[src/convPkg.sv]
package convPkg;

    // Matrix element and result, products and sums wrap modulo 2^32
    typedef logic signed [31:0] wordT;

    // Host bus
    typedef logic [31:0] busAddrT;
    typedef logic [63:0] busDataT;
    typedef logic [7:0] busByteEnT;

    // Byte enables of one word
    typedef logic [3:0] wordByteEnT;

    // Address generator FSM
    typedef enum logic {
        stateIdle,
        stateCalc
    } convStateT;

    localparam int WordBytes = 4;

    // Two words per bus beat
    localparam int BusWords = 2;

endpackage

[src/resultFifo.sv]
`timescale 1ns/1ps

module resultFifo import convPkg::*; #(
    parameter int FifoDepth = 32,
    parameter int FifoSkid = 16
) (
    input logic clkIn,
    input logic rstIn,
    input wordT wrData,
    input logic wrValid,
    output logic wrReady,
    output wordT dataOut,
    output logic validOut,
    input logic readyIn
);
    localparam int PtrW = $clog2(FifoDepth);
    localparam int CntW = $clog2(FifoDepth + 1);

    wordT mem [FifoDepth];
    logic [PtrW-1:0] wrPtr, rdPtr;
    logic [CntW-1:0] count;
    logic doRead;

    assign validOut = count != '0;
    assign dataOut = mem[rdPtr];
    assign doRead = validOut && readyIn;
    // Early back-pressure leaves room for beats still in flight
    assign wrReady = count < CntW'(FifoDepth - FifoSkid);

    always_ff @(posedge clkIn) begin
        if (wrValid) begin
            mem[wrPtr] <= wrData;
        end
    end

    always_ff @(posedge clkIn) begin
        if (rstIn) begin
            wrPtr <= '0;
            rdPtr <= '0;
            count <= '0;
        end else begin
            if (wrValid) begin
                wrPtr <= (wrPtr == PtrW'(FifoDepth - 1)) ? '0 : wrPtr + 1'b1;
            end
            if (doRead) begin
                rdPtr <= (rdPtr == PtrW'(FifoDepth - 1)) ? '0 : rdPtr + 1'b1;
            end
            count <= count + CntW'(wrValid) - CntW'(doRead);
        end
    end

endmodule

[config.mk]
export PLATFORM = sky130hd
export DESIGN_NAME = resultFifo
export DESIGN_NICKNAME = d
export VERILOG_FILES = /design/src/convPkg.sv /design/src/resultFifo.sv
export SDC_FILE = /design/constraint.sdc
export NUM_CORES = 1
export LEC_CHECK = 0
export BUFFER_PORTS_ARGS = -buffer_cell sky130_fd_sc_hd__clkbuf_2
export CORE_UTILIZATION = 45
export CTS_BUF_LIST = sky130_fd_sc_hd__clkbuf_8 sky130_fd_sc_hd__clkbuf_16
export DETAILED_ROUTE_END_ITERATION = 8
export GPL_TIMING_DRIVEN = 0
export REMOVE_ABC_BUFFERS = 1
export SETUP_SLACK_MARGIN = 0.3
export SYNTH_ARGS = -nofsm -noshare
export SYNTH_HDL_FRONTEND = slang
export SYNTH_SLANG_ARGS = --single-unit
[constraint.sdc]
create_clock -name clkIn -period 4 [get_ports clkIn]
set_clock_uncertainty 0.05 [all_clocks]
set_input_delay 0.6 -clock clkIn [delete_from_list [all_inputs] [get_ports clkIn]]
set_output_delay 0.6 -clock clkIn [all_outputs]
set_load 0.02 [all_outputs]
==> run metrics <==
VDD IR max 0.413 mV; drt pass-1 iters 7; CP Data Required Time 3.35 ns; WL met2 49200 microns; Post-Place Setup Slack 0.265 ns; Final Instance Area 0.0481 sq mm; Cells on Worst Hold Path 3; Via density 6.04; # fillers 6735; Fin. Hold Viols 0; via count 21.2k; failing checks DRC; Tmin final 3.68 ns; crit path max fanout 5; io pins 70; Syn-to-layout area delta 19.3%; Worst setup SP type flop; fraction of registers with async set/reset 0%; Fmax 0.271 GHz; area share of the largest cell type after synthesis 76.2%; Synth Area in XOR/XNOR 0.0434%; vias in the first global route 21.3k; sum of routed wire segments on met1 44900 microns; post-synthesis adder-cell area fraction 0.515%; CTS Buffer Depth 3; RSZ-0062 raised after global routing yes; Avg Inst Size Synth 19.7 sq um; root buf cell clkbuf_16; critical path class reg2out; number of distinct library cells after synthesis 42; Final WS setup 0.315 ns; largest area contributor in the netlist edfxtp_1; Worst Tran Pin Value 1.06 ns; mux cell area share after synthesis 12.6%; htree depth 3; slew margin rel. 28.6%; die height 301 microns; initial core utilization 45.5%; Tcrit/Tclk final 92.1%; #FFs+latches synth 1045; antenna violations before repair 1; sequential share of the synthesized area 77.2%; Post-DRT Antenna Nets 0; cells after synthesis 2047; Residual DRC 10; Cell Rows 109; Post-synth EDFFs 1024; DRT iter0 DRCs 2601; met3 WL 8800 microns; CP endpoint kind primary output; insertion delay to the later sink of the worst-skew pair 0.68 ns; Mapped Area 0.0404 sq mm; layout cells sized above 1 32.6%; global route overflow 0; Leak Pwr 15.2 nW; CTS tree built; DR top layer met4; worst reg2reg setup slack 1.12 ns; final net count 2314; largest family of logic cells by synthesized area multiplexers; Reg clk slew, reported paths 0.06 ns; Worst Hold Class in2reg; ANT cells 0; CTS sink cnt 1045; status complete, but fails checks; RePlAce Congestion 0.713; largest net degree at the start of global routing 64; Die Wd 301 microns; die area 0.0909 sq mm; Synth Warn # 0; DP HPWL 58600 microns; aggregate global-route resource usage 23.0%; Synth Area in Compound Gates 4.64%; max-slew violation count 0; Main synth FF type edfxtp_1; PortBufs 69; core area 0.0886 sq mm; post-placement cell area 0.0436 sq mm; Arr. time, crit path 3.03 ns; number of hold buffers added after CTS 0; Synth Area in Simple Gates 3.53%; first-pass GRT wire length 148000 microns; Pwr Density 503 mW/mm^2; Reg2Reg Depth 14; setup_tns 0 ns; WL per Instance 30.1 microns; routed wire length 106000 microns; MaxCap Viol Count 0; Final Setup Violations 0; CTS buffer count 105; largest cells by area after synthesis edfxtp_1 76%, mux4_2 7.1%, mux2_2 5.4%, a22o_1 1.4%, a211oi_1 1.2%
where the power goes:
| part | internal, mW | switching, mW | total, mW |
|---|---|---|---|
| combinational | 1.24 | 1.47 | 2.71 |
| sequential | 12.1 | 0.0478 | 12.2 |
| clock | 5.22 | 4.12 | 9.34 |
| total | 18.6 | 5.64 | 24.2 |
cells by family (layout without fill, tap and decap cells):
| kind of cell | after synthesis | count (layout) |
|---|---|---|
| buffers and inverters | 132 | 428 |
| adder cells (fa/ha/maj) | 16 | 16 |
| AO/OA/AOI/OAI | 275 | 275 |
| multiplexers | 323 | 323 |
| AND/OR/NAND/NOR | 254 | 259 |
| XOR/XNOR | 2 | 2 |
| flip-flops | 1045 | 1045 |
area by class of cell:
cell class                      instances  area (sq um)  share of cell area, %
Timing Repair Buffer                  221          3190                   6.62
Clock inverter                         88           627                   1.30
Inverter                               14          52.6                  0.109
Multi-Input combinational cell        875          9020                   18.7
Clock buffer                          105          2630                   5.46
Sequential cell                      1045         31200                   64.8
Tap cell                             1165          1460                   3.03
state kept, by name (all words and copies together), names as in the netlist, named ones only:
signal	cells
wrPtr	5
count	6
mem	1024
rdPtr	5
layout by cell type (no fill, tap or decap), types with 37 or more instances in the layout:
cell / Yosys / final
clkbuf_16: 0 / 113
nor3_1: 77 / 66
a211oi_1: 64 / 64
mux2_2: 193 / 193
o22ai_1: 64 / 63
buf_16: 0 / 37
edfxtp_1: 1024 / 1024
a22o_1: 64 / 64
clkbuf_2: 0 / 50
o21ai_0: 69 / 67
nor2b_1: 66 / 65
mux4_2: 128 / 128
buf_6: 9 / 62
layer usage:
metal,global-route usage [%],vias up
li1,-,8876
met1,33.5,11200
met2,35.2,948
met3,3.93,162
met4,7.95,0
met5,0,-
cells in the mapped netlist, drive strengths merged (4+ instances only):
cell type,instances
inv,14
edfxtp,1024
nor2,37
and3,4
a211oi,64
nand2b,6
dfxtp,21
ha,15
o22ai,64
a21oi,8
a22o,64
nand3,5
nor2b,66
nand2,13
mux2,193
mux4,128
nor3,77
buf,37
or4,34
o21ai,69
clkbuf,81
stage by stage:
stage               utilization (%)  hold WS [ns]  power, mW  instances
global route                   54.3         0.195       24.9       3513
finish                         54.3         0.190       24.2       3513
CTS                            53.9         0.147       24.2       3502
global placement               47.0         0.436       14.7       3163
floorplan                         -         0.397       13.9       1929
detailed placement             49.1         0.460       14.6       3261
worst max-delay path, cell delays in order, from the launching register on:
cell      delay, ns
dfxtp_4        0.43
buf_12         0.17
buf_12         0.11
buf_16         0.12
mux4_2         0.49
a22o_1         0.24
or4_4          0.59
clkbuf_2       0.19
final timing paths:
| kind | endpoint | start |
|---|---|---|
| hold / removal | flop | readyIn |
| hold reg to reg | flop | rdPtr[4] |
| setup / recovery | dataOut[7] | flop |
| setup reg to reg | count[4] | count[4] |
timing repair:
item / in CTS / in global routing
gates resized for setup: 31 / 70
gates cloned: 22 / 9
setup buffers: 26 / 2
pin swaps: 0 / 9
setup endpoints to repair: 32 / 31
(Power assumes the default switching activity.)
