--- config.mk ---
export PLATFORM = sky130hd
export DESIGN_NAME = busWriteMapper_flat
export DESIGN_NICKNAME = d
export VERILOG_FILES = /design/src/convPkg.sv /design/src/convIfs.sv /design/src/busWriteMapper.sv /design/src/flat_wrapper.sv
export SDC_FILE = /design/constraint.sdc
export NUM_CORES = 1
export LEC_CHECK = 0
export ABC_AREA = 1
export BUFFER_PORTS_ARGS = -buffer_cell sky130_fd_sc_hd__buf_4
export CAP_MARGIN = 20
export CORE_MARGIN = 10
export CORE_UTILIZATION = 35
export CTS_CLUSTER_DIAMETER = 100
export DETAILED_ROUTE_END_ITERATION = 8
export PLACE_DENSITY = 0.81
export SLEW_MARGIN = 30
export SYNTH_ARGS = -nofsm -noshare
export SYNTH_HDL_FRONTEND = slang
export SYNTH_SLANG_ARGS = --single-unit
--- constraint.sdc ---
create_clock -name clkIn -period 0.8 [get_ports clkIn]
set_input_delay 0.12 -clock clkIn [delete_from_list [all_inputs] [get_ports clkIn]]
set_output_delay 0.12 -clock clkIn [all_outputs]
set_load 0.03 [all_outputs]
--- src/convPkg.sv ---
package convPkg;

    // Matrix element and result, products and sums wrap modulo 2^32
    typedef logic signed [31:0] wordT;

    // Host bus
    typedef logic [31:0] busAddrT;
    typedef logic [63:0] busDataT;
    typedef logic [7:0] busByteEnT;

    // Byte enables of one word
    typedef logic [3:0] wordByteEnT;

    // Address generator FSM
    typedef enum logic {
        stateIdle,
        stateCalc
    } convStateT;

    localparam int WordBytes = 4;

    // Two words per bus beat
    localparam int BusWords = 2;

endpackage

--- src/convIfs.sv ---
`timescale 1ns/1ps

// Registered bus writes fanned out to the bank lanes
interface bankWrIf import convPkg::*; #(
    parameter int VectorSize = 4,
    parameter int MaxSize = 256
) ();
    localparam int LineW = $clog2(MaxSize / VectorSize);

    logic [LineW-1:0] lineAddr;
    wordT [VectorSize-1:0] wrData;
    wordByteEnT [VectorSize-1:0] dataWrEn;
    wordByteEnT [VectorSize-1:0] filtWrEn;

    modport source (output lineAddr, wrData, dataWrEn, filtWrEn);
    modport sink (input lineAddr, wrData, dataWrEn, filtWrEn);
endinterface


--- src/busWriteMapper.sv ---
`timescale 1ns/1ps

module busWriteMapper import convPkg::*; #(
    parameter int VectorSize = 4,
    parameter int MaxSize = 256
) (
    input logic clkIn,
    input logic rstIn,
    input busAddrT addrIn,
    input busByteEnT wrEnIn,
    input busDataT wrDataIn,
    bankWrIf.source wr
);
    localparam int LineW = $clog2(MaxSize / VectorSize);
    localparam int LineBytes = VectorSize * WordBytes;
    localparam int AddrLo = $clog2(LineBytes);
    localparam int BeatBytes = BusWords * WordBytes;
    localparam int WordW = $bits(wordT);

    logic [AddrLo-1:0] byteOff;
    logic filtSel;

    // Byte offset inside a line picks the lane pair
    assign byteOff = addrIn[AddrLo-1:0];
    // Bit above the line address picks the filter memory
    assign filtSel = addrIn[AddrLo+LineW];

    always_ff @(posedge clkIn) begin
        wr.lineAddr <= addrIn[AddrLo +: LineW];
        for (int i = 0; i < VectorSize; i++) begin
            wr.wrData[i] <= wrDataIn[(i % BusWords) * WordW +: WordW];
        end
    end

    always_ff @(posedge clkIn) begin
        wordByteEnT laneEn;
        if (rstIn) begin
            wr.dataWrEn <= '0;
            wr.filtWrEn <= '0;
        end else begin
            for (int i = 0; i < VectorSize; i++) begin
                laneEn = '0;
                if (int'(byteOff) / BeatBytes == i / BusWords) begin
                    laneEn = wrEnIn[(i % BusWords) * WordBytes +: WordBytes];
                end
                wr.dataWrEn[i] <= filtSel ? '0 : laneEn;
                wr.filtWrEn[i] <= filtSel ? laneEn : '0;
            end
        end
    end

endmodule

--- src/flat_wrapper.sv ---
// flat-port wrapper written by rule: the top's interface ports become plain ports
module busWriteMapper_flat import convPkg::*;
#(
    parameter int VectorSize = 4,
    parameter int MaxSize = 256
)
  (clkIn, rstIn, addrIn, wrEnIn, wrDataIn, wr_lineAddr, wr_wrData, wr_dataWrEn, wr_filtWrEn);
  bankWrIf #(.VectorSize(VectorSize), .MaxSize(MaxSize)) wr_i ();
  input logic clkIn;
  input logic rstIn;
  input busAddrT addrIn;
  input busByteEnT wrEnIn;
  input busDataT wrDataIn;
  output wire logic [$bits(wr_i.lineAddr)-1:0] wr_lineAddr;
  output wire logic [$bits(wr_i.wrData)-1:0] wr_wrData;
  output wire logic [$bits(wr_i.dataWrEn)-1:0] wr_dataWrEn;
  output wire logic [$bits(wr_i.filtWrEn)-1:0] wr_filtWrEn;
  assign wr_lineAddr = wr_i.lineAddr;
  assign wr_wrData = wr_i.wrData;
  assign wr_dataWrEn = wr_i.dataWrEn;
  assign wr_filtWrEn = wr_i.filtWrEn;
  busWriteMapper #(.VectorSize(VectorSize), .MaxSize(MaxSize)) u_core (.clkIn(clkIn), .rstIn(rstIn), .addrIn(addrIn), .wrEnIn(wrEnIn), .wrDataIn(wrDataIn), .wr(wr_i));
endmodule
==> metrics.md <==
| Metric | Value |
|---|---|
| Status | `complete, but fails checks` |
| Failing checks | `negative setup slack` |
| Slew headroom | `about 77%` |
| IO Port Bufs | `~250` |
| Starting density of the core | `between 30% and 40%` |
| CTS max path bufs | `2` |
| WP data arrival | `0.88 ns` |
| FMAX | `1000 MHz` |
| Maximum vdd drop | `0.00101 V` |
| Synth cell count leaders | `dfxtp_1, buf_4, nor2_1` |
| Critical Path End Type | `output port` |
| RSZ-0062 raised after global routing | `yes` |
| Ys async rst share | `0%` |
| Pin count of the biggest net entering global routing | `17` |
| Die ar. | `between 0.01 and 0.015 sq mm` |
| Routed metal-1 wirelength | `between 4000 and 5000 microns` |
| Crit path cell chain | `buf_6` |
| Crit Path Class | `reg2out` |
| Setup ws final | `-0.199 ns` |
| MaxCap Viol Count | `0` |
| Fillers | `438` |
| Post-synth top flop | `dfxtp_1` |
| Multi-input gate area | `198 sq um` |
| Setup TNS | `-26.49 ns` |
| Cells after Synth | `222` |
| Top-count cell post-synth | `dfxtp_1` |
| Residual DRC | `0` |
| Number of CTS-inserted buffers | `9` |
| Crit-path max cell delay | `0.38 ns` |
| CTS sink count | `102` |
| Post-CTS Setup Repair Bufs | `0` |
| Syn_area_per_cell | `12.5 sq um` |
| Cell Area, Synth | `around 0.0028 sq mm` |
| Synthesized Nets | `~330` |
| Share of layout cells above drive strength 1 | `75.9%` |
| Ports | `272` |
| Core area | `~0.0077 sq mm` |
| Clk pin slew, worst setup/hold paths | `around 0.09 ns` |
| Worst Path Max Fanout | `2` |
| Hpwl dp | `8200 microns` |
| Initial antenna violation count | `1` |
| DR top layer | `met4` |
| Hold Crit Class | `in2reg` |
| Global-route wire length before repair | `18100 microns` |
| GRT overflow | `0` |
| Total track usage | `20.6%` |
| Fin crit share | `125%` |
| Detail Route Antenna Nets | `0` |
| CTS tree | `built` |
| Synth top area share | `between 70% and 80%` |
| Placed Cells | `504` |
| Non-Filler Instances | `592` |
| Reg area | `0.00217 sq mm` |
| Chip Width | `109 microns` |
| CP startpoint kind | `flop` |
| Largest area contributor in the netlist | `dfxtp_1` |
| Final setup viols | `~170` |
| Clock root cell | `clkbuf_8` |
| Post-synthesis cell type count | `8` |
| Fin. max-slew vios | `0` |
| Num rows | `32` |
| Vias in the first global route | `approximately 2900` |
| Routability cong. | `0.788` |
| Top cells by area, synth | `dfxtp_1, buf_4, nor2_1` |
| Minimum clock period | `0.999 ns` |
| Wirelength per Cell | `21.7 microns` |
| Post-synth EDFFs | `0` |
| Nets@finish | `591` |
| Slew @ Worst Pin | `0.351 ns` |
| Final Hold Fails | `0` |
| H-tree levels | `3` |
| PwrDens | `1880 mW/mm^2` |
| Synth Register Bits | `102` |
| Via count | `2473` |
| Seq/Total Area, Yosys | `73.8%` |
| WP data required | `slightly below 0.7 ns` |
| Initial DRC Count | `56` |
| Buf+Inv Stages, Crit Path | `1` |
| Vias per cell | `4.18` |
| Detail Route met3 WL | `1530 microns` |
| Synth-to-Final Area Change | `113%` |
| WL final | `12800 microns` |
| Met2 routed WL | `between 6000 and 7000 microns` |
| Synth Warn # | `0` |
| Leak | `2.75 nW` |
| Slowest CP cell | `dfxtp_2` |
| Critical path's top delay family | `flip-flops` |
| Die H | `around 110 microns` |
| DRT Pass-1 Iters | `4` |
metrics by stage:
stage | area [sq um] | hold slack, ns | worst slack, ns | util (%) | power (mW)
finish | 5890 | 0.0287 | -0.199 | 76.6 | 11.1
floorplan | 2850 | 0.148 | 0.0959 | - | 6.71
global route | 5890 | 0.0145 | -0.237 | 76.6 | 11.4
global placement | 4310 | 0.225 | 0.0659 | 56.1 | 7.45
CTS | 5830 | 0.000631 | -0.208 | 75.9 | 11.0
detailed placement | 4310 | 0.225 | 0.0433 | 56.1 | 7.48
cell usage in the layout (no fill, tap or decap):
master and instances:
buf_6 164, dfxtp_2 100, buf_4 83, dlygate4sd3_1 72, nor2_1 30, nand2_1 16, clkbuf_8 11, inv_2 3
nand2_2 2, nor2_2 2, inv_6 2, dfxtp_4 2, diode_2 1, clkinv_2 1, clkinvlp_4 1
registers in the layout, indices dropped and copies added, names as in the netlist:
register,cells
u_core.wr.dataWrEn,16
u_core.wr.filtWrEn,16
u_core.wr.lineAddr,6
u_core.wr.wrData,64
power breakdown:
| group | total [mW] | switching, mW | internal, mW |
|---|---|---|---|
| sequential | 5.56 | 0.207 | 5.35 |
| combinational | 2.49 | 1.26 | 1.22 |
| clock | 3.02 | 1.71 | 1.30 |
cell families (layout without fill, tap and decap cells):
family	after synthesis	in the layout	share of synthesized area [%]
flops	102	102	73.8
buf+inv	70	337	19.0
simple gates	50	50	7.15
other cells	0	1	0
area by class of cell:
| cell class | count | share of cell area (%) |
|---|---|---|
| multi-input cells | 50 | 3.36 |
| diodes | 1 | 0.0425 |
| well taps | 102 | 2.17 |
| inverters | 3 | 0.191 |
| flip-flops and latches | 102 | 36.9 |
| clock buffers | 11 | 2.57 |
| clock inverters | 4 | 0.510 |
| repair buffers | 319 | 54.2 |
metal layers:
| metal | vias to the layer above | GRT usage (%) |
|---|---|---|
| met5 | - | 0 |
| met4 | 0 | 7.72 |
| met3 | 20 | 11.7 |
| met2 | 155 | 38.3 |
| met1 | 1165 | 18.0 |
| li1 | 1133 | - |
timing repair:
action	CTS	global route
pin swaps	0	0
endpoints found under the hold margin	72	0
endpoints found under the setup margin	166	166
gates resized for setup	190	14
hold buffers	72	0
worst paths after layout:
| kind | to | from | cells past startpoint |
|---|---|---|---|
| worst max-delay path | wr_wrData[62] | u_core.wr.wrData[62]$_DFF_P_ | 1 |
| worst min-delay path | u_core.wr.filtWrEn[14]$_SDFF_PP0_ | wrEnIn[6] | 3 |
(Power assumes the default switching activity.)
