`config.mk`:
```
export PLATFORM = sky130hd
export DESIGN_NAME = convAddressGen_flat
export DESIGN_NICKNAME = d
export VERILOG_FILES = /design/src/convPkg.sv /design/src/convIfs.sv /design/src/convAddressGen.sv /design/src/flat_wrapper.sv
export SDC_FILE = /design/constraint.sdc
export NUM_CORES = 1
export LEC_CHECK = 0
export ABC_AREA = 1
export CORE_ASPECT_RATIO = 0.5
export CORE_UTILIZATION = 41
export DETAILED_ROUTE_END_ITERATION = 8
export DONT_BUFFER_PORTS = 1
export PLACE_DENSITY = 0.58
export SKIP_LAST_GASP = 1
export SYNTH_ARGS = -nofsm -noshare
export SYNTH_HDL_FRONTEND = slang
export SYNTH_SLANG_ARGS = --single-unit
```
`constraint.sdc`:
```
create_clock -name clkIn -period 4.6 [get_ports clkIn]
set_input_delay 0.69 -clock clkIn [delete_from_list [all_inputs] [get_ports clkIn]]
set_output_delay 0.69 -clock clkIn [all_outputs]
set_load 0.02 [all_outputs]
```
`src/convPkg.sv`:
```
package convPkg;

    // Matrix element and result, products and sums wrap modulo 2^32
    typedef logic signed [31:0] wordT;

    // Host bus
    typedef logic [31:0] busAddrT;
    typedef logic [63:0] busDataT;
    typedef logic [7:0] busByteEnT;

    // Byte enables of one word
    typedef logic [3:0] wordByteEnT;

    // Address generator FSM
    typedef enum logic {
        stateIdle,
        stateCalc
    } convStateT;

    localparam int WordBytes = 4;

    // Two words per bus beat
    localparam int BusWords = 2;

endpackage

```
`src/convIfs.sv`:
```


// One read beat per cycle, addresses already in bank order
interface bankRdIf #(
    parameter int VectorSize = 4,
    parameter int MaxSize = 256
) ();
    localparam int LineW = $clog2(MaxSize / VectorSize);
    localparam int ShiftW = $clog2(VectorSize);

    logic [VectorSize-1:0][LineW-1:0] dataAddr;
    logic [VectorSize-1:0][LineW-1:0] filtAddr;
    logic [VectorSize-1:0] dataRdEn;
    logic [VectorSize-1:0] filtRdEn;
    logic [ShiftW-1:0] dataShift;
    logic [ShiftW-1:0] filtShift;
    logic last;

    modport source (output dataAddr, filtAddr, dataRdEn, filtRdEn, dataShift, filtShift, last);
    modport sink (input dataAddr, filtAddr, dataRdEn, filtRdEn, dataShift, filtShift, last);
endinterface


```
`src/convAddressGen.sv`:
```
`timescale 1ns/1ps

module convAddressGen import convPkg::*; #(
    parameter int VectorSize = 4,
    parameter int MaxSize = 256
) (
    input logic clkIn,
    input logic rstIn,
    input logic startIn,
    input logic [$clog2(MaxSize):0] filtRowsIn,
    input logic [$clog2(MaxSize):0] filtColsIn,
    input logic [$clog2(MaxSize):0] dataRowsIn,
    input logic [$clog2(MaxSize):0] dataColsIn,
    input logic wrReady,
    bankRdIf.source rd
);
    localparam int CntW = $clog2(MaxSize);
    localparam int ShiftW = $clog2(VectorSize);
    localparam int GrpW = CntW - ShiftW;
    localparam int LineW = $clog2(MaxSize / VectorSize);

    convStateT state;

    // End values captured on start
    logic [GrpW-1:0] maxGrp;
    logic [ShiftW-1:0] lastLane;
    logic [CntW-1:0] maxFiltRow;
    logic [CntW-1:0] maxDataRow;
    logic [CntW-1:0] maxDataCol;
    logic [CntW:0] filtCols;
    logic [CntW:0] dataCols;
    logic [CntW:0] filtColsM1;

    // Window counters, fastest first
    logic [GrpW-1:0] grpCnt;
    logic [CntW-1:0] filtRowCnt;
    logic [CntW-1:0] dataColCnt;
    logic [CntW-1:0] dataRowCnt;
    logic [CntW-1:0] grpBase;
    logic grpEnd, filtRowEnd, dataColEnd, dataRowEnd, windowEnd, issue;

    // Address pipeline
    logic [CntW-1:0] dataRow2, dataCol2, filtRowAddr2, filtCol2;
    logic [CntW-1:0] dataRowAddr3, dataCol3, filtAddr3;
    logic [CntW-1:0] dataAddr4, filtAddr4;
    logic [ShiftW-1:0] dataShift5, filtShift5;
    logic [VectorSize-1:0][LineW-1:0] dataLine5, filtLine5;
    logic [VectorSize-1:0] rdEn2, rdEn3, rdEn4, rdEn5;
    logic last2, last3, last4, last5;

    assign filtColsM1 = filtColsIn - 1'b1;
    assign grpBase = {grpCnt, {ShiftW{1'b0}}};
    assign grpEnd = grpCnt == maxGrp;
    assign filtRowEnd = filtRowCnt == maxFiltRow;
    assign dataColEnd = dataColCnt == maxDataCol;
    assign dataRowEnd = dataRowCnt == maxDataRow;
    assign windowEnd = grpEnd && filtRowEnd;
    // Full stall while the FIFO is above its almost-full level
    assign issue = (state == stateCalc) && wrReady;

    always_ff @(posedge clkIn) begin
        if (rstIn) begin
            state <= stateIdle;
            grpCnt <= '0;
            filtRowCnt <= '0;
            dataColCnt <= '0;
            dataRowCnt <= '0;
        end else if (state == stateIdle) begin
            if (startIn) begin
                state <= stateCalc;
            end
        end else if (issue) begin
            grpCnt <= grpEnd ? '0 : grpCnt + 1'b1;
            if (grpEnd) begin
                filtRowCnt <= filtRowEnd ? '0 : filtRowCnt + 1'b1;
            end
            if (windowEnd) begin
                dataColCnt <= dataColEnd ? '0 : dataColCnt + 1'b1;
            end
            if (windowEnd && dataColEnd) begin
                dataRowCnt <= dataRowEnd ? '0 : dataRowCnt + 1'b1;
                if (dataRowEnd) begin
                    state <= stateIdle;
                end
            end
        end
    end

    always_ff @(posedge clkIn) begin
        if (state == stateIdle && startIn) begin
            maxGrp <= filtColsM1[CntW-1:ShiftW];
            lastLane <= filtColsM1[ShiftW-1:0];
            maxFiltRow <= CntW'(filtRowsIn - 1'b1);
            maxDataRow <= CntW'(dataRowsIn - filtRowsIn);
            maxDataCol <= CntW'(dataColsIn - filtColsIn);
            filtCols <= filtColsIn;
            dataCols <= dataColsIn;
        end
    end

    always_ff @(posedge clkIn) begin
        dataRow2 <= dataRowCnt + filtRowCnt;
        dataCol2 <= dataColCnt + grpBase;
        filtRowAddr2 <= CntW'(filtRowCnt * filtCols);
        filtCol2 <= grpBase;

        dataRowAddr3 <= CntW'(dataRow2 * dataCols);
        dataCol3 <= dataCol2;
        filtAddr3 <= filtRowAddr2 + filtCol2;

        dataAddr4 <= dataRowAddr3 + dataCol3;
        filtAddr4 <= filtAddr3;

        // Low bits give the bank of window word 0
        dataShift5 <= dataAddr4[ShiftW-1:0];
        filtShift5 <= filtAddr4[ShiftW-1:0];
        for (int j = 0; j < VectorSize; j++) begin
            dataLine5[j] <= LineW'((dataAddr4 + CntW'(j)) >> ShiftW);
            filtLine5[j] <= LineW'((filtAddr4 + CntW'(j)) >> ShiftW);
        end

        // Rotate word j onto bank (j + shift) mod VectorSize
        rd.dataShift <= dataShift5;
        rd.filtShift <= filtShift5;
        for (int k = 0; k < VectorSize; k++) begin
            rd.dataAddr[k] <= dataLine5[(k + VectorSize - int'(dataShift5)) % VectorSize];
            rd.filtAddr[k] <= filtLine5[(k + VectorSize - int'(filtShift5)) % VectorSize];
        end
    end

    always_ff @(posedge clkIn) begin
        if (rstIn) begin
            rdEn2 <= '0;
            rdEn3 <= '0;
            rdEn4 <= '0;
            rdEn5 <= '0;
            last2 <= 1'b0;
            last3 <= 1'b0;
            last4 <= 1'b0;
            last5 <= 1'b0;
            rd.dataRdEn <= '0;
            rd.filtRdEn <= '0;
            rd.last <= 1'b0;
        end else begin
            // Final column group only reads its remaining lanes
            for (int j = 0; j < VectorSize; j++) begin
                rdEn2[j] <= issue && (!grpEnd || j <= int'(lastLane));
            end
            last2 <= issue && windowEnd;
            rdEn3 <= rdEn2;
            rdEn4 <= rdEn3;
            rdEn5 <= rdEn4;
            last3 <= last2;
            last4 <= last3;
            last5 <= last4;
            for (int k = 0; k < VectorSize; k++) begin
                rd.dataRdEn[k] <= rdEn5[(k + VectorSize - int'(dataShift5)) % VectorSize];
                rd.filtRdEn[k] <= rdEn5[(k + VectorSize - int'(filtShift5)) % VectorSize];
            end
            rd.last <= last5;
        end
    end

endmodule

```
`src/flat_wrapper.sv`:
```
// flat-port wrapper written by rule: the top's interface ports become plain ports
module convAddressGen_flat import convPkg::*;
#(
    parameter int VectorSize = 4,
    parameter int MaxSize = 256
)
  (clkIn, rstIn, startIn, filtRowsIn, filtColsIn, dataRowsIn, dataColsIn, wrReady, rd_dataAddr, rd_filtAddr, rd_dataRdEn, rd_filtRdEn, rd_dataShift, rd_filtShift, rd_last);
  bankRdIf #(.VectorSize(VectorSize), .MaxSize(MaxSize)) rd_i ();
  input logic clkIn;
  input logic rstIn;
  input logic startIn;
  input logic [$clog2(MaxSize):0] filtRowsIn;
  input logic [$clog2(MaxSize):0] filtColsIn;
  input logic [$clog2(MaxSize):0] dataRowsIn;
  input logic [$clog2(MaxSize):0] dataColsIn;
  input logic wrReady;
  output wire logic [$bits(rd_i.dataAddr)-1:0] rd_dataAddr;
  output wire logic [$bits(rd_i.filtAddr)-1:0] rd_filtAddr;
  output wire logic [$bits(rd_i.dataRdEn)-1:0] rd_dataRdEn;
  output wire logic [$bits(rd_i.filtRdEn)-1:0] rd_filtRdEn;
  output wire logic [$bits(rd_i.dataShift)-1:0] rd_dataShift;
  output wire logic [$bits(rd_i.filtShift)-1:0] rd_filtShift;
  output wire logic [$bits(rd_i.last)-1:0] rd_last;
  assign rd_dataAddr = rd_i.dataAddr;
  assign rd_filtAddr = rd_i.filtAddr;
  assign rd_dataRdEn = rd_i.dataRdEn;
  assign rd_filtRdEn = rd_i.filtRdEn;
  assign rd_dataShift = rd_i.dataShift;
  assign rd_filtShift = rd_i.filtShift;
  assign rd_last = rd_i.last;
  convAddressGen #(.VectorSize(VectorSize), .MaxSize(MaxSize)) u_core (.clkIn(clkIn), .rstIn(rstIn), .startIn(startIn), .filtRowsIn(filtRowsIn), .filtColsIn(filtColsIn), .dataRowsIn(dataRowsIn), .dataColsIn(dataColsIn), .wrReady(wrReady), .rd(rd_i));
endmodule
```
==> results of run 1 <==
-- worst max-delay path by stage --
| stage | from | end | slack [ns] | depth (start not counted) |
|---|---|---|---|---|
| after detailed placement | u_core.filtCols[1] | u_core.filtRowAddr2[7] | 0.81 | 19 |
| after floorplan | u_core.filtRowCnt[2] | u_core.filtRowAddr2[7] | 1.0 | 20 |
| final | u_core.filtCols[1] | u_core.filtRowAddr2[7] | 0.81 | 19 |
| after CTS | u_core.filtCols[1] | u_core.filtRowAddr2[7] | 0.79 | 19 |
| after global routing | u_core.dataCols[0] | u_core.dataRowAddr3[7] | 0.56 | 18 |
| after global placement | u_core.filtCols[1] | u_core.filtRowAddr2[7] | 0.79 | 19 |
-- registers in the layout (all words and copies together), names as in the netlist, 24 cells and up --
name and count:
u_core.dataLine5 24, u_core.filtLine5 24, u_core.rd.dataAddr 24, u_core.rd.filtAddr 24
-- where the power goes --
group	switching, µW	internal, µW	total [µW]
Combinational	125	76.6	201
Clock	979	1210	2190
Sequential	59.4	2590	2650
Total	1160	3880	5040
-- area by class of cell --
cell class,instances,share of cell area (%)
inverters,295,7.487
multi-input cells,991,41.17
well taps,432,3.646
clock inverters,11,0.5740
repair buffers,10,0.5065
flip-flops and latches,282,41.33
clock buffers,37,5.292
-- layout by cell type, fill, tap and decap left out, types with 8 or more instances in the layout --
cell type	synthesis	layout
a21oi_1	55	55
buf_4	4	10
clkbuf_16	0	28
dfxtp_1	234	234
edfxtp_1	48	48
fa_1	30	30
ha_1	80	80
inv_1	284	284
inv_2	9	9
nand2_1	363	363
nand2_2	8	8
nand3_1	27	27
nand4_1	16	16
nor2_1	99	98
nor2_4	7	8
nor3_1	18	18
o21ai_0	135	135
xnor2_1	42	42
xor2_1	83	83
-- per-layer routing --
layer	vias to the layer above	GRT usage, %	routed length, µm
met4	0	3.585	499
met2	145	24.35	10680
li1	4960	-	-
met1	4062	22.86	13440
met3	34	3.108	1216
met5	-	0	0
-- logic make-up after synthesis --
family | count (synthesis)
and+or+nand+nor | 556
buffers and inverters | 333
DFF | 282
AOI/OAI and AO/OA | 198
xor gates and xnor gates | 125
adders and majority gates | 110
muxes | 2
-- worst register-to-register path, cell delays in order (launching register included) --
cell and delay (ns):
edfxtp_1 0.49, nand2_1 0.12, fa_1 0.46, fa_1 0.54
inv_1 0.05, fa_1 0.47, inv_1 0.05, fa_1 0.52
inv_1 0.04, ha_1 0.31, inv_1 0.06, nor2_1 0.04
nor2_1 0.13, inv_1 0.05, nand2_1 0.07, nand2_1 0.06
nand2_1 0.07, nand2_1 0.05, nand3_1 0.06, nand2_1 0.04
-- stage by stage --
stage	worst slack, ns	cell area (µm²)	hold WS [ns]	instances
after global routing	0.5555	14820	0.1676	2058
after detailed placement	0.8116	13950	0.3121	2010
final	0.8130	14820	0.1911	2058
after global placement	0.7900	13950	0.3107	2010
after floorplan	0.9986	13500	0.3096	1606
after CTS	0.7907	14820	0.1664	2058
==> flow_metrics.tcl, run 1 <==
set metrics [dict create \
    die_h_um 130.3 \
    min_period_ns 3.787 \
    cts.repair.resized 0 \
    multiInputGateArea_um2 6102 \
    ys_ff_latch 282 \
    synthTopCellsByCount "nand2_1, inv_1, dfxtp_1" \
    synth_edf_count 48 \
    reg2reg_from "u_core.filtCols[1]" \
    synth_top_family_by_area "simple AND/OR/NAND/NOR gates" \
    ios 101 \
    whs_path_depth 1 \
    syn_area_um2 13500 \
    cts_sinks 282 \
    tritoncts "done" \
    synth.area.top_cells "dfxtp_1, edfxtp_1, nand2_1, inv_1, ha_1" \
    r2r_end "u_core.filtRowAddr2[7]" \
    port_buffers 0 \
    yosysTopAreaCell "dfxtp_1" \
    max_freq_mhz 264.1 \
    first_pass_iters 7 \
    core_um2 32060 \
    drv_cap 0 \
    die_w_um 258.7 \
    min_period_over_period_pct 82.33 \
    grt.overflow.total 0 \
    cts_setup_buffers 0 \
    wirelength_mm 25.83 \
    muxShareOfSynthArea_pct 0.1668 \
    irDropWorstVdd_v 0.0002251 \
    yosys.area.top_type_share_pct 34.69 \
    postCtsHoldBufs 0 \
    critPathRequiredTime_ns 5.06 \
    ys_async_sr_fraction_pct 0 \
    relSlewSlack_pct 36.16 \
    initial_core_util_pct 42.12 \
    cpMostUsedCell "nand2_1" \
    crit_fanout 7 \
    leakage_uw 0.006738 \
    hold_violations 0 \
    place.gp.congestion 0.8622 \
    min-delay-start "rstIn" \
    grt_pass1_wl_mm 42.82 \
    grt_pass1_vias 8386 \
    track_usage_pct 15.83 \
    diodes 0 \
    rrSetupSlack_ns 0.81 \
    min_to "u_core.filtRowCnt[5]" \
    syn_avg_cell_area_um2 8.409 \
    skew_ns 0.01013 \
    r2r_cells 19 \
    crit_path_cell_trace "nand2_1 > fa_1 > fa_1 > inv_1 > fa_1 > inv_1 > fa_1 > inv_1 > ha_1 > inv_1 > nor2_1 > nor2_1 > inv_1 > nand2_1 > nand2_1 > nand2_1 > nand2_1 > nand3_1 > nand2_1" \
    num_rows 46 \
    worst_slew_pin_slew_ns 0.9543 \
    root_buffer "clkbuf_16" \
    synth_cells 1606 \
    yosysMostFrequentCell "nand2_1" \
    slowest_delay_ns 0.54 \
    ant_nets 0 \
    clk_pin_slew_ns 0.07 \
    antenna_found_initial 0 \
    routedWlPerCell_um 12.55 \
    drt_iter0_drc 481 \
    critPathLaunchType "flop" \
    nNetsFinal 1757 \
    clk_latency_ns 0.57 \
    hpwlAfterDp_mm 19.73 \
    status "finished clean" \
    final_max_slew_viol_count 0 \
    synthesis.nets 1756 \
    synthToLayoutAreaGrowth_pct 9.766 \
    yosysWarnings 0 \
    power_density_nw_per_um2 340.0 \
    fill_cells 3084 \
    grt_max_degree 58 \
    synthAdderAreaFrac_pct 11.86 \
    crit_buf_inv 5 \
    crit_arrival_ns 4.25 \
    cp_slowest_cell "fa_1" \
    ys.flop_type "dfxtp_1" \
    holdCritPathClass "input port to flop" \
    seqCellArea_um2 6126 \
    finalPower_uw 5039 \
    numCtsBuffers 27 \
    ys_types 41 \
    tns_ns 0 \
    synth_xor_area_share_pct 8.107 \
    ys_seq_area_share_pct 45.36 \
    synthSimpleGateAreaFrac_pct 17.51 \
    rsz0062_at_grt "false" \
    routed_via_density 4.471 \
    drc 0 \
    finish.utilization_pct 46.24 \
    critPathTopFamily "adder cells" \
    via_count 9201 \
    crit_type "flop to flop" \
    ctsLongestPathBuffers 3 \
    cp-end-kind "flop" \
    layout-drive-gt1-share_pct 5.904 \
    synth_compound_area_share_pct 7.486 \
    setup_violations 0 \
    die_area_um2 33710 \
    h-tree-depth 1 \
]
No activity file was read; power rests on OpenSTA's default activity.
==> inputs of run 2 (changes only) <==
Clock period 4.6 ns to 4 ns, I/O delays scaled along.
==> run 2 against run 1 <==
  * Wire length fell by 0.27%
  * Sequential share of layout area fell by 0.13 points
  * Critical path depth did not move
  * Hold slack got worse by 0.080 ns
  * Largest cell class unchanged
  * Die area did not move
  * Largest power group unchanged
  * Cell count rose by 0.19%
  * Sequential cell count did not move
  * Clock power rose by 16%
  * Count of clock-buffer cells in the layout did not move
  * Via count rose by 0.17%
  * Sequential power rose by 15%
==> flow_metrics.tcl, run 2 (synthesis gave the netlist of run 1 again) <==
set metrics [dict create \
    min_period_ns 3.718 \
    clk_latency_ns 0.56 \
    first_pass_iters 5 \
    leakage_uw 0.006756 \
    num_rows 46 \
    numCtsBuffers 27 \
    ios 101 \
    min_period_over_period_pct 92.96 \
    root_buffer "clkbuf_16" \
    grt_pass1_vias 8357 \
    final_max_slew_viol_count 0 \
    hpwlAfterDp_mm 19.84 \
    fin_cells 2062 \
    h-tree-depth 1 \
    critPathRequiredTime_ns 4.45 \
    clk_pin_slew_ns 0.07 \
    holdCritPathClass "input port to flop" \
    die_w_um 258.7 \
    routedWlPerCell_um 12.49 \
    drv_cap 0 \
    placed_cells 2013 \
    final_cell_mix "nand2_1, inv_1, dfxtp_1" \
    place.gp.congestion 0.8651 \
    cts_sinks 282 \
    track_usage_pct 15.78 \
    hold_violations 0 \
    tritoncts "done" \
    skew_ns 0.01206 \
    status "finished clean" \
    crit_fanout 5 \
    max_freq_mhz 268.9 \
    routed_via_density 4.470 \
    synthToLayoutAreaGrowth_pct 10.11 \
    ant_nets 0 \
    cts.repair.resized 0 \
    final_common_cell "nand2_1" \
    drc 0 \
    tns_ns 0 \
    worst_slew_pin_slew_ns 0.9323 \
    cp-end-kind "flop" \
    via_count 9217 \
    wirelength_mm 25.76 \
    die_area_um2 33710 \
    die_h_um 130.3 \
    ctsLongestPathBuffers 3 \
    setup_violations 0 \
    grt.overflow.total 0 \
    drt_iter0_drc 508 \
    irDropWorstVdd_v 0.0002674 \
    final_cell_area_um2 14870 \
    crit_type "flop to flop" \
    power_density_nw_per_um2 391.7 \
    diodes 0 \
    grt_pass1_wl_mm 42.69 \
    critPathLaunchType "flop" \
    layout-drive-gt1-share_pct 6.135 \
    crit_arrival_ns 4.17 \
    antenna_found_initial 0 \
    port_buffers 0 \
    postCtsHoldBufs 0 \
    relSlewSlack_pct 37.63 \
    nNetsFinal 1760 \
    rsz0062_at_grt "false" \
    initial_core_util_pct 42.12 \
    grt_max_degree 59 \
    cts_setup_buffers 0 \
    placed_area_um2 13980 \
    core_um2 32060 \
]
run 2: changes by cell type in the layout (fill, tap and decap cells not counted), sizes merged:
cell      previous run  this run
buf                 10        13
bufinv               0         1
clkinv               7         8
clkinvlp             0         2
inv                299       296
run 2: critical path, stage by stage (launching register included):
cell and delay [ns]:
dfxtp_1 0.42, nand2_1 0.11, fa_1 0.46, fa_1 0.55, inv_1 0.05, fa_1 0.47, inv_1 0.06, fa_1 0.52
inv_1 0.04, ha_1 0.31, inv_1 0.06, nor2_1 0.04, nor2_1 0.12, inv_1 0.05, nand2_1 0.07, nand2_1 0.05
nand2_1 0.07, nand2_1 0.05, nand3_1 0.06, nand2_1 0.04
run 2: report_power, final:
group	internal [µW]	switching, µW
logic	89.4	146
clock network	1440	1100
registers	2980	66.0
total	4510	1310
run 2: final cells by class:
type / count / area [µm²]
fill: 3046 / 17190
sequential: 282 / 6126
multi-input combinational: 991 / 6102
inverter: 295 / 1110
clock buffer: 37 / 783.3
tap: 432 / 540.5
clock inverter: 12 / 110.1
timing repair buffer: 13 / 97.59
run 2: layer usage:
metal,up-vias,track usage (%),share of wire [%]
li1,4970,-,-
met1,4060,23.23,53
met2,154,23.78,41
met3,33,2.797,3.9
met4,0,3.933,2.0
met5,-,0,0
run 2: worst paths after layout:
check	from	to	cells past startpoint	slack [ns]
worst max-delay path	u_core.filtRowCnt[4]	u_core.filtRowAddr2[7]	19	0.28
worst min register to register	u_core.dataCol2[4]	u_core.dataCol3[4]	0	0.33
worst max register to register	u_core.filtRowCnt[4]	u_core.filtRowAddr2[7]	19	0.28
worst min-delay path	rstIn	u_core.filtRowCnt[5]	1	0.11
run 2: through the flow:
| stage | setup slack [ns] | hold slack [ns] | utilization, % | total power [µW] |
|---|---|---|---|---|
| detailed placement | 0.2827 | 0.3121 | 43.60 | 3347 |
| finish | 0.2817 | 0.1111 | 46.38 | 5824 |
| global placement | 0.3244 | 0.3113 | 43.60 | 3344 |
| CTS | 0.2726 | 0.07993 | 46.38 | 5914 |
| floorplan | 0.3986 | 0.3096 | - | 3289 |
| global route | 0.02886 | 0.07468 | 46.38 | 6097 |
==> inputs of run 3 (changes only) <==
Settings changed: RECOVER_POWER set to 25, SKIP_LAST_GASP 1 to not set.
==> run 3 against run 2 <==
  * The flow now finishes with violations (max-capacitance violations, max-slew violations)
  * Utilization about the same
  * Sequential share of layout area hardly changed
  * Largest power group unchanged
  * Highest routed layer unchanged
  * Critical path type unchanged
  * Cell count stayed put
  * Largest cell class unchanged
==> flow_metrics.tcl, run 3 (synthesis gave the netlist of run 1 again) <==
set metrics [dict create \
    synthToLayoutAreaGrowth_pct 10.05 \
    grt_max_degree 59 \
    port_buffers 0 \
    grt.overflow.total 0 \
    r2r_end "u_core.filtRowAddr2[7]" \
    grt_pass1_vias 8357 \
    reg2reg_from "u_core.filtRowCnt[4]" \
    max_freq_mhz 268.9 \
    final_cell_mix "nand2_1, inv_1, dfxtp_1" \
    routed_via_density 4.473 \
    min_period_over_period_pct 92.96 \
    drv_cap 1 \
    hpwlAfterDp_mm 19.84 \
    power_density_nw_per_um2 391.8 \
    fill_cells 3045 \
    cts_setup_buffers 0 \
    violations "max-capacitance violations, max-slew violations" \
    grt_pass1_wl_mm 42.69 \
    critPathTopFamily "adder cells" \
    setup_violations 0 \
    crit_path_cell_trace "nand2_1 > fa_1 > fa_1 > inv_1 > fa_1 > inv_1 > fa_1 > inv_1 > ha_1 > inv_1 > nor2_1 > nor2_1 > inv_1 > nand2_1 > nand2_1 > nand2_1 > nand2_1 > nand3_1 > nand2_1" \
    place.gp.congestion 0.8651 \
    clk_latency_ns 0.56 \
    track_usage_pct 15.78 \
    initial_core_util_pct 42.12 \
    routedWlPerCell_um 12.49 \
    first_pass_iters 5 \
    startpoint "u_core.filtRowCnt[4]" \
    cts_sinks 282 \
    skew_ns 0.01206 \
    crit_arrival_ns 4.17 \
    drc 0 \
    relSlewSlack_pct -25.51 \
    final_max_slew_viol_count 59 \
    via_count 9223 \
    finish.utilization_pct 46.36 \
    drt_iter0_drc 515 \
    die_area_um2 33710 \
    antenna_found_initial 0 \
    die_h_um 130.3 \
    crit_buf_inv 5 \
    final_common_cell "nand2_1" \
    wirelength_mm 25.76 \
    multiInputGateArea_um2 6102 \
    irDropWorstVdd_v 0.0002674 \
    min_period_ns 3.718 \
    die_w_um 258.7 \
    nNetsFinal 1760 \
    path_depth 19 \
    worst_slew_pin_slew_ns 1.883 \
    holdCritPathClass "input port to flop" \
    leakage_uw 0.006747 \
    post-place-ws_ns 0.2827 \
    postCtsHoldBufs 0 \
    h-tree-depth 1 \
    cpMostUsedCell "nand2_1" \
    slowest_delay_ns 0.55 \
    clk_pin_slew_ns 0.07 \
    hold_violations 0 \
    status "complete, but fails checks" \
    ant_nets 0 \
    diodes 0 \
    num_rows 46 \
    seqCellArea_um2 6126 \
    critPathLaunchType "flop" \
    cp_slowest_cell "fa_1" \
    ctsLongestPathBuffers 3 \
    core_um2 32060 \
    ios 101 \
    finalPower_uw 5823 \
    cp-end-kind "flop" \
    layout-drive-gt1-share_pct 6.012 \
    fin_ws_ns 0.2816 \
    root_buffer "clkbuf_16" \
    rrSetupSlack_ns 0.28 \
    tritoncts "done" \
    rsz0062_at_grt "false" \
    crit_fanout 5 \
    tns_ns 0 \
    crit_type "flop to flop" \
    crit_path_end "u_core.filtRowAddr2[7]" \
    numCtsBuffers 27 \
    r2r_cells 19 \
    cts.repair.resized 0 \
    critPathRequiredTime_ns 4.45 \
]
## run 3: changes by cell type in the layout (fill, tap and decap cells not counted)
cell / delta
clkbuf_1: +2
buf_4: -2
## run 3: how the worst min path moves through the flow
stage	start	to	slack, ns	depth (start not counted)
6_report	rstIn	u_core.filtRowCnt[5]	0.11	1
5_1_grt	rstIn	u_core.rdEn3[3]	0.07	1
4_1_cts	rstIn	u_core.filtRowCnt[7]	0.08	1
3_5_place_dp	u_core.dataCol2[2]	u_core.dataCol3[2]	0.31	0
3_3_place_gp	u_core.dataCol2[7]	u_core.dataCol3[7]	0.31	0
2_1_floorplan	u_core.dataCol2[0]	u_core.dataCol3[0]	0.31	0
## run 3: per-stage QoR
| stage | cells | hold WS [ns] | instance area, µm² |
|---|---|---|---|
| 2_1_floorplan | 1606 | 0.3096 | 13500 |
| 3_3_place_gp | 2013 | 0.3113 | 13980 |
| 3_5_place_dp | 2013 | 0.3121 | 13980 |
| 4_1_cts | 2062 | 0.07993 | 14870 |
| 5_1_grt | 2062 | 0.07468 | 14860 |
| 6_report | 2062 | 0.1112 | 14860 |
## run 3: area by class of cell
cell class              instances  share of cell area [%]
clock buffers                  37                   5.270
clock inverters                12                  0.7409
inverters                     295                   7.468
multi-input cells             991                   41.06
flip-flops and latches        282                   41.22
well taps                     432                   3.637
repair buffers                 13                  0.6062
## run 3: power breakdown
| part | switching (µW) | leakage, µW | internal (µW) |
|---|---|---|---|
| clock | 1100 | 0.000442 | 1440 |
| sequential | 65.9 | 0.00235 | 2980 |
| combinational | 146 | 0.00396 | 89.4 |
| total | 1310 | 0.00675 | 4510 |
## run 3: layer usage
layer | share of wire (%) | wire [µm] | global-route usage, %
met3 | 4.0 | 1032 | 2.797
met2 | 41 | 10540 | 23.78
met5 | 0 | 0 | 0
met1 | 53 | 13680 | 23.23
met4 | 2.0 | 513 | 3.933
